**config.mk**
```make
export PLATFORM = sky130hd
export DESIGN_NAME = gemm_stream_top
export DESIGN_NICKNAME = d
export VERILOG_FILES = /design/src/hdl/gemm_stream_pkg.sv /design/src/hdl/gemm_stream_top.sv /design/src/hdl/operand_addr_gen.sv /design/src/hdl/pair_issue.sv /design/src/hdl/step_counter.sv
export SDC_FILE = /design/constraint.sdc
export NUM_CORES = 2
export LEC_CHECK = 0
export ABC_AREA = 0
export BUFFER_PORTS_ARGS = -buffer_cell sky130_fd_sc_hd__buf_2
export CAP_MARGIN = 0
export CORE_MARGIN = 2
export CORE_UTILIZATION = 60
export DETAILED_ROUTE_END_ITERATION = 7
export PLACE_DENSITY = 0.76
export SLEW_MARGIN = 20
export SYNTH_ARGS = -nofsm -noshare
export SYNTH_HDL_FRONTEND = slang
export SYNTH_SLANG_ARGS = --single-unit
```
**constraint.sdc**
```tcl
create_clock -name clk_i -period 14.6 [get_ports clk_i]
set_clock_uncertainty 0.2 [all_clocks]
set_input_delay 0.73 -clock clk_i [delete_from_list [all_inputs] [get_ports clk_i]]
set_output_delay 0.73 -clock clk_i [all_outputs]
set_load 0.02 [all_outputs]
```
**src/hdl/gemm_stream_pkg.sv**
```systemverilog
// Shared types and constants for the GEMM operand streamer, imported by every RTL module
package gemm_stream_pkg;

    // Byte address in operand memory
    typedef logic [31:0] addr_t;

    // Loop count or loop index
    typedef logic [15:0] cnt_t;

    // Size of one operand element in bytes
    // Generators scale the inner loop index by this value
    localparam int unsigned ELEM_BYTES = 1;

    // Address pattern of one operand
    typedef struct packed {
        // Address of the first element of the tile
        addr_t base;
        // Bytes between the starts of two consecutive rows
        addr_t outer_stride;
    } operand_cfg_t;

    // One tile job as handed over by the host
    typedef struct packed {
        // Number of rows in the outer loop, nonzero
        cnt_t         outer_len;
        // Reduction length, nonzero multiple of PARALLELISM
        cnt_t         k_len;
        // A operand pattern
        operand_cfg_t a_cfg;
        // B operand pattern
        operand_cfg_t b_cfg;
    } tile_desc_t;

    // Paired request sent to operand memory
    typedef struct packed {
        addr_t a_addr;
        addr_t b_addr;
    } pair_req_t;

endpackage

```
**src/hdl/gemm_stream_top.sv**
```systemverilog
// Top level of the operand streamer, takes a tile descriptor and issues paired memory requests
`timescale 1ns/1ps

module gemm_stream_top import gemm_stream_pkg::*; #(
    parameter int PARALLELISM = 4,
    parameter int CREDITS     = 4
) (
    input  logic       clk_i,
    input  logic       rst_i,
    input  logic       start_i,
    input  tile_desc_t desc_i,
    output logic       req_valid_o,
    output pair_req_t  req_o,
    input  logic       credit_i,
    output logic       busy_o,
    output logic       done_o
);

    logic busy_q;
    logic start_acc;

    // Operand patterns held for the whole tile
    operand_cfg_t a_cfg_q;
    operand_cfg_t b_cfg_q;

    // Generator streams
    logic  a_valid;
    addr_t a_addr;
    logic  a_last;
    logic  b_valid;
    addr_t b_addr;
    logic  b_last;
    logic  ready;

    // Start while busy is dropped
    assign start_acc = start_i & ~busy_o;

    // Busy drops in the done cycle so a new start can follow at once
    assign busy_o = busy_q & ~done_o;

    always_ff @(posedge clk_i) begin
        if (rst_i) begin
            busy_q <= 1'b0;
        end else if (start_acc) begin
            busy_q <= 1'b1;
        end else if (done_o) begin
            busy_q <= 1'b0;
        end
    end

    always_ff @(posedge clk_i) begin
        if (start_acc) begin
            a_cfg_q <= desc_i.a_cfg;
            b_cfg_q <= desc_i.b_cfg;
        end
    end

    // Loop lengths go straight in, the counters latch them at start
    operand_addr_gen #(
        .PARALLELISM (PARALLELISM)
    ) gen_a (
        .clk_i       (clk_i),
        .rst_i       (rst_i),
        .start_i     (start_acc),
        .outer_len_i (desc_i.outer_len),
        .k_len_i     (desc_i.k_len),
        .cfg_i       (a_cfg_q),
        .valid_o     (a_valid),
        .ready_i     (ready),
        .addr_o      (a_addr),
        .last_o      (a_last)
    );

    operand_addr_gen #(
        .PARALLELISM (PARALLELISM)
    ) gen_b (
        .clk_i       (clk_i),
        .rst_i       (rst_i),
        .start_i     (start_acc),
        .outer_len_i (desc_i.outer_len),
        .k_len_i     (desc_i.k_len),
        .cfg_i       (b_cfg_q),
        .valid_o     (b_valid),
        .ready_i     (ready),
        .addr_o      (b_addr),
        .last_o      (b_last)
    );

    pair_issue #(
        .CREDITS (CREDITS)
    ) u_pair_issue (
        .clk_i       (clk_i),
        .rst_i       (rst_i),
        .a_valid_i   (a_valid),
        .a_addr_i    (a_addr),
        .a_last_i    (a_last),
        .b_valid_i   (b_valid),
        .b_addr_i    (b_addr),
        .b_last_i    (b_last),
        .ready_o     (ready),
        .credit_i    (credit_i),
        .req_valid_o (req_valid_o),
        .req_o       (req_o),
        .done_o      (done_o)
    );

endmodule

```
**src/hdl/operand_addr_gen.sv**
```systemverilog
// Operand address generator walking an outer row loop and an inner reduction loop per handshake
`timescale 1ns/1ps

module operand_addr_gen import gemm_stream_pkg::*; #(
    parameter int PARALLELISM = 4
) (
    input  logic         clk_i,
    input  logic         rst_i,
    input  logic         start_i,
    input  cnt_t         outer_len_i,
    input  cnt_t         k_len_i,
    input  operand_cfg_t cfg_i,
    output logic         valid_o,
    input  logic         ready_i,
    output addr_t        addr_o,
    output logic         last_o
);

    typedef enum logic {
        IDLE,
        RUN
    } state_e;

    state_e state_q;
    state_e state_d;

    // Loop indices and flags of both levels
    cnt_t inner_q;
    cnt_t outer_q;
    logic inner_last;
    logic outer_last;
    logic outer_wrapped;

    // Handshake and loop control
    logic take;
    logic inner_clear;
    logic outer_step;

    assign take = valid_o & ready_i;

    // End of a row that is not the final one restarts the inner loop
    assign inner_clear = take & inner_last & ~outer_last;
    // Inner wrap advances the row in the same cycle
    assign outer_step  = take & inner_last;

    // Inner reduction loop, PARALLELISM elements per address
    step_counter #(
        .STEP (PARALLELISM)
    ) u_inner (
        .clk_i     (clk_i),
        .rst_i     (rst_i),
        .load_i    (start_i),
        .target_i  (k_len_i - cnt_t'(1)),
        .step_i    (take),
        .clear_i   (inner_clear),
        .q_o       (inner_q),
        .last_o    (inner_last),
        .wrapped_o ()
    );

    // Outer row loop
    step_counter #(
        .STEP (1)
    ) u_outer (
        .clk_i     (clk_i),
        .rst_i     (rst_i),
        .load_i    (start_i),
        .target_i  (outer_len_i - cnt_t'(1)),
        .step_i    (outer_step),
        .clear_i   (1'b0),
        .q_o       (outer_q),
        .last_o    (outer_last),
        .wrapped_o (outer_wrapped)
    );

    // FSM, the outer wrap marks the end of the tile
    always_comb begin
        state_d = state_q;
        case (state_q)
            IDLE: if (start_i) state_d = RUN;
            RUN:  if (outer_wrapped) state_d = IDLE;
            default: state_d = IDLE;
        endcase
    end

    always_ff @(posedge clk_i) begin
        if (rst_i) begin
            state_q <= IDLE;
        end else begin
            state_q <= state_d;
        end
    end

    // Drop valid right after the final handshake
    assign valid_o = (state_q == RUN) & ~outer_wrapped;

    // base + row * stride + element * size
    assign addr_o = cfg_i.base
                  + addr_t'(outer_q) * cfg_i.outer_stride
                  + addr_t'(inner_q) * addr_t'(ELEM_BYTES);

    assign last_o = inner_last & outer_last;

    // Stalled address must not move
    ap_addr_hold: assert property (
        @(posedge clk_i) disable iff (rst_i)
        (valid_o && !ready_i) |=> (valid_o && $stable(addr_o))
    ) else $error("operand_addr_gen: address changed under stall");

endmodule

```
**src/hdl/pair_issue.sv**
```systemverilog
// Pairs the A and B address streams and issues them to memory against a credit counter
`timescale 1ns/1ps

module pair_issue import gemm_stream_pkg::*; #(
    parameter int CREDITS = 4
) (
    input  logic      clk_i,
    input  logic      rst_i,
    input  logic      a_valid_i,
    input  addr_t     a_addr_i,
    input  logic      a_last_i,
    input  logic      b_valid_i,
    input  addr_t     b_addr_i,
    input  logic      b_last_i,
    output logic      ready_o,
    input  logic      credit_i,
    output logic      req_valid_o,
    output pair_req_t req_o,
    output logic      done_o
);

    // One spare bit so an unexpected extra credit is visible
    localparam int CW = $clog2(CREDITS + 1) + 1;

    logic [CW-1:0] credit_q;
    logic          has_credit;
    logic          take;

    // Output register
    logic      req_valid_q;
    pair_req_t req_q;
    logic      req_last_q;
    logic      done_q;

    assign has_credit = (credit_q != '0);

    // Join both streams, a pair moves only with a credit in hand
    assign ready_o = has_credit & a_valid_i & b_valid_i;
    assign take    = ready_o;

    // Credit count
    // One credit spent per issue, one returned per credit_i pulse
    always_ff @(posedge clk_i) begin
        if (rst_i) begin
            credit_q <= CW'(CREDITS);
        end else begin
            case ({take, credit_i})
                2'b10:   credit_q <= credit_q - CW'(1);
                2'b01:   credit_q <= credit_q + CW'(1);
                default: credit_q <= credit_q;
            endcase
        end
    end

    // Request valid and last marker
    always_ff @(posedge clk_i) begin
        if (rst_i) begin
            req_valid_q <= 1'b0;
            req_last_q  <= 1'b0;
        end else begin
            req_valid_q <= take;
            req_last_q  <= take & a_last_i;
        end
    end

    // Request payload, loaded only on a taken pair
    always_ff @(posedge clk_i) begin
        if (take) begin
            req_q.a_addr <= a_addr_i;
            req_q.b_addr <= b_addr_i;
        end
    end

    // Done one cycle after the final request leaves
    always_ff @(posedge clk_i) begin
        if (rst_i) begin
            done_q <= 1'b0;
        end else begin
            done_q <= req_valid_q & req_last_q;
        end
    end

    assign req_valid_o = req_valid_q;
    assign req_o       = req_q;
    assign done_o      = done_q;

    // Memory must not return more credits than were handed out
    ap_credit_max: assert property (
        @(posedge clk_i) disable iff (rst_i)
        credit_q <= CW'(CREDITS)
    ) else $error("pair_issue: credit count above CREDITS");

    // Both generators must reach their final address on the same pair
    ap_last_match: assert property (
        @(posedge clk_i) disable iff (rst_i)
        take |-> (a_last_i == b_last_i)
    ) else $error("pair_issue: A and B last flags differ");

endmodule

```
**src/hdl/step_counter.sv**
```systemverilog
// Loadable step counter with last and sticky wrap flags, used as one loop level of a generator
`timescale 1ns/1ps

module step_counter import gemm_stream_pkg::*; #(
    parameter int STEP = 4
) (
    input  logic clk_i,
    input  logic rst_i,
    input  logic load_i,
    input  cnt_t target_i,
    input  logic step_i,
    input  logic clear_i,
    output cnt_t q_o,
    output logic last_o,
    output logic wrapped_o
);

    // Loaded target, count and sticky wrap flag
    cnt_t target_q;
    cnt_t count_q;
    logic wrapped_q;

    // Count value of the final step before wrap
    cnt_t last_val;
    logic at_last;

    assign last_val = target_q - cnt_t'(STEP) + cnt_t'(1);
    assign at_last  = (count_q == last_val);

    assign q_o       = count_q;
    assign last_o    = at_last & ~wrapped_q;
    assign wrapped_o = wrapped_q;

    // Target register
    // Reset to all ones so last_o stays low until a real load
    always_ff @(posedge clk_i) begin
        if (rst_i) begin
            target_q <= '1;
        end else if (load_i) begin
            target_q <= target_i;
        end
    end

    // Count and wrap flag
    // Priority is load, then clear, then step
    always_ff @(posedge clk_i) begin
        if (rst_i) begin
            count_q   <= '0;
            wrapped_q <= 1'b0;
        end else if (load_i || clear_i) begin
            count_q   <= '0;
            wrapped_q <= 1'b0;
        end else if (step_i) begin
            if (at_last) begin
                // Wrap back to the start, flag stays until reload
                count_q   <= '0;
                wrapped_q <= 1'b1;
            end else begin
                count_q <= count_q + cnt_t'(STEP);
            end
        end
    end

    // Once wrapped, the owner must reload or clear before stepping again
    ap_no_step_after_wrap: assert property (
        @(posedge clk_i) disable iff (rst_i)
        !(step_i && wrapped_o)
    ) else $error("step_counter: step while wrapped");

endmodule
```
==> flow_summary.yaml <==
status:
  status: "complete, no violations"
cells_and_area:
  drive_above_1_share_pct: 8.128
  fillers: 5194
  layout_commonest_cell: "inv_1"
  area_growth_pct: 7.796
  final_cell_mix: "inv_1 (896), fa_1 (695), nand2_1 (511)"
  final_cells: 4993
  design_area_sq_um: 41310
  layout.nets: 5155
timing:
  fin_crit_ns: 7.212
  worst_slew_pin_slew_ns: 1.086
  finalCritPeriodShare_pct: 49.40
  finalMaxSlewViolations: 0
  setup_tns_ns: 0
  max_freq_mhz: 138.7
  rsz0062_at_grt: "false"
  whs_ns: 0.1110
  setup_viol: 0
  hold_viol_final: 0
  slew-limit-headroom_pct: 27.52
  finalWorstSetupSlack_ns: 7.388
clocking:
  cts_buffers: 37
  htree_num_levels: 2
  clkSinkCount: 298
  insertion_delay_ns: 0.59
  cts_resized: 0
  clk_path_buf_depth: 3
  root_buffer: "clkbuf_16"
  cts_tree: "yes"
  cts_hold_buffers: 0
  clkTransAtPathRegs_ns: 0.06
  post_cts_buffers: 0
synth:
  syn_inst: 4013
  muxShareOfSynthArea_pct: 0.2350
  syn_nets: 5051
  ys_types: 75
  avgSynthCellArea_sq_um: 9.551
  synth_xor_area_share_pct: 5.782
  ys_warn_count: 0
  ys_seq_area_share_pct: 20.58
  yosys.area_share.simple_pct: 15.99
  async_reset_ff_share_pct: 0
  synth_top_family_by_area: "adder cells"
  ys.flop_type: "edfxtp_1"
  netlist_area_sq_um: 38330
  synth_edf_count: 192
  synth_compound_area_share_pct: 4.450
  synthAdderAreaFrac_pct: 42.17
  ys_ff_latch: 298
detailed_routing:
  ant_nets: 0
  wire_per_inst_um: 18.15
  wirelength_um: 90640
  vias: 27474
  drtIter0Drc: 2333
  firstDrtPassIters: 7
  via_per_inst: 5.503
  drc: 0
worst_setup_path:
  path_buf_inv: 4
  crit_type: "reg2reg"
  path_common_cell: "fa_1"
  crit_path_start_kind: "flop"
  cp-end-kind: "flop"
  crit_family: "adder cells"
  path_cells: "buf_4, nand2_1, fa_1, fa_1, fa_1, fa_1, inv_1, fa_1, inv_1, fa_1, inv_1, ha_1, a21oi_1, o21ai_0, a31oi_1, a211oi_1, nor3_1, o31ai_1, o41ai_1, xnor2_1"
  critPathMaxStageDelay_ns: 0.62
  crit_required_ns: 14.72
  crit_fanout: 26
  slowest_stage: "nor3_1"
  crit_arrival_ns: 7.34
die:
  top_level_ports: 231
  core_sq_um: 63080
  dieArea_sq_um: 65920
  die_h_um: 256.7
  rows: 92
  die_w_um: 256.7
  initial_core_util_pct: 60.76
job:
  drv_cap: 0
power_and_ir_drop:
  p_sw_share_pct: 26.18
  p_int_mw: 1.629
  cellPowerDensity_nw_per_um2: 53.41
  power_frac_comb_pct: 9.2
  p_leak_nw: 19.10
  p_sw_uw: 577.6
  seqPwrFrac_pct: 45.5
  clkPwrFrac_pct: 45.3
  ir_worst_vdd_v: 0.00008356
placement:
  io_buffers: 230
  dp_hpwl_um: 69580
  place_congestion: 0.9148
  dpl.cell_count: 4924
  placed_area_sq_um: 40010
  place_ws_ns: 7.469
global_route:
  grt_overflow_total: 0
  antenna_found_initial: 5
  grt_max_degree: 72
  track_usage_pct: 28.63
  grt_pass1_wl_um: 148900
  first_global_vias: 28928
hold_path:
  min_path_type: "in2reg"
==> flip-flops by register name (all words and copies together), names as in the netlist, 4 cells and up <==
name                    count
gen_b.u_inner.target_q     16
gen_b.u_outer.target_q     16
b_cfg_q                    64
gen_a.u_outer.q_o          16
gen_b.u_inner.q_o          14
a_cfg_q                    64
gen_b.u_outer.q_o          16
u_pair_issue.credit_q       4
u_pair_issue.req_o         64
gen_a.u_inner.q_o          14
==> metrics by stage <==
step | power, mW | utilization [%]
2_1_floorplan | 1.131 | -
3_3_place_gp | 1.216 | 63.42
3_5_place_dp | 1.222 | 63.43
4_1_cts | 2.229 | 65.49
5_1_grt | 2.285 | 65.49
6_report | 2.207 | 65.50
==> per-layer routing <==
metal,track usage [%],up-vias,part of all wire [%]
li1,-,12297,-
met1,38.96,13816,40
met2,46.36,1147,48
met3,4.992,208,8.4
met4,10.66,6,3.6
met5,0,-,0.044
==> cell type report <==
type	instances	area, sq um	share of cell area, %
Antenna cell	1	2.502	0.006057
Clock buffer	52	1116	2.701
Clock inverter	16	186.4	0.4512
Inverter	898	3377	8.174
Multi-Input combinational cell	2622	26310	63.68
Sequential cell	298	7890	19.10
Tap cell	846	1059	2.562
Timing Repair Buffer	260	1376	3.331
==> path summary, 6_finish.rpt <==
| kind | to | slack, ns | depth (start not counted) | from |
|---|---|---|---|---|
| worst max-delay path | u_pair_issue.req_o[30] | 7.39 | 20 | gen_b.u_outer.q_o[1] |
| worst max register to register | u_pair_issue.req_o[30] | 7.39 | 20 | gen_b.u_outer.q_o[1] |
| worst min-delay path | b_cfg_q[17] | 0.11 | 1 | desc_i[17] |
| worst min register to register | u_pair_issue.done_o | 0.23 | 2 | u_pair_issue.req_last_q |
==> power groups by stage <==
stage	logic (mW)	registers [mW]	clock network, mW
6_report	0.202	1.01	0.999
5_1_grt	0.228	1.01	1.05
4_1_cts	0.203	1.00	1.02
3_5_place_dp	0.201	1.02	0
3_3_place_gp	0.197	1.02	0
2_1_floorplan	0.149	0.982	0
==> cell usage after synthesis, types with 6 or more instances <==
cell type | count | area, sq um
nand2_1 | 512 | 1922
nor4_1 | 22 | 137.6
a21o_1 | 14 | 105.1
nor2b_1 | 10 | 62.56
nand4_1 | 25 | 156.4
or4_1 | 15 | 112.6
clkbuf_1 | 174 | 653.1
fa_1 | 695 | 13910
buf_1 | 12 | 45.04
mux2i_1 | 9 | 90.09
o41ai_1 | 6 | 52.55
a211o_1 | 29 | 254.0
xnor2_1 | 185 | 1620
o31ai_1 | 9 | 67.56
o21a_1 | 15 | 112.6
xor2_1 | 55 | 481.7
nor3_1 | 45 | 225.2
a21oi_1 | 64 | 320.3
o21bai_1 | 11 | 82.58
edfxtp_1 | 192 | 5766
or3_1 | 19 | 118.9
inv_1 | 896 | 3363
nand3_1 | 56 | 280.3
o211ai_1 | 7 | 52.55
and2_1 | 341 | 2133
nand2b_1 | 20 | 125.1
nor2_1 | 144 | 540.5
o21ai_0 | 41 | 205.2
a211oi_1 | 13 | 97.59
ha_1 | 179 | 2240
and3_1 | 8 | 50.05
dfxtp_1 | 106 | 2122
==> logic make-up (layout without fill, tap and decap cells) <==
group / Yosys count / after routing
other cells: 0 / 1
buf+inv: 1093 / 1226
flops: 298 / 298
mux: 9 / 9
simple gates: 1244 / 1244
compound gates: 249 / 249
xor+xnor: 245 / 245
fa+ha+maj: 875 / 875
Power figures use the tool's default switching activity.
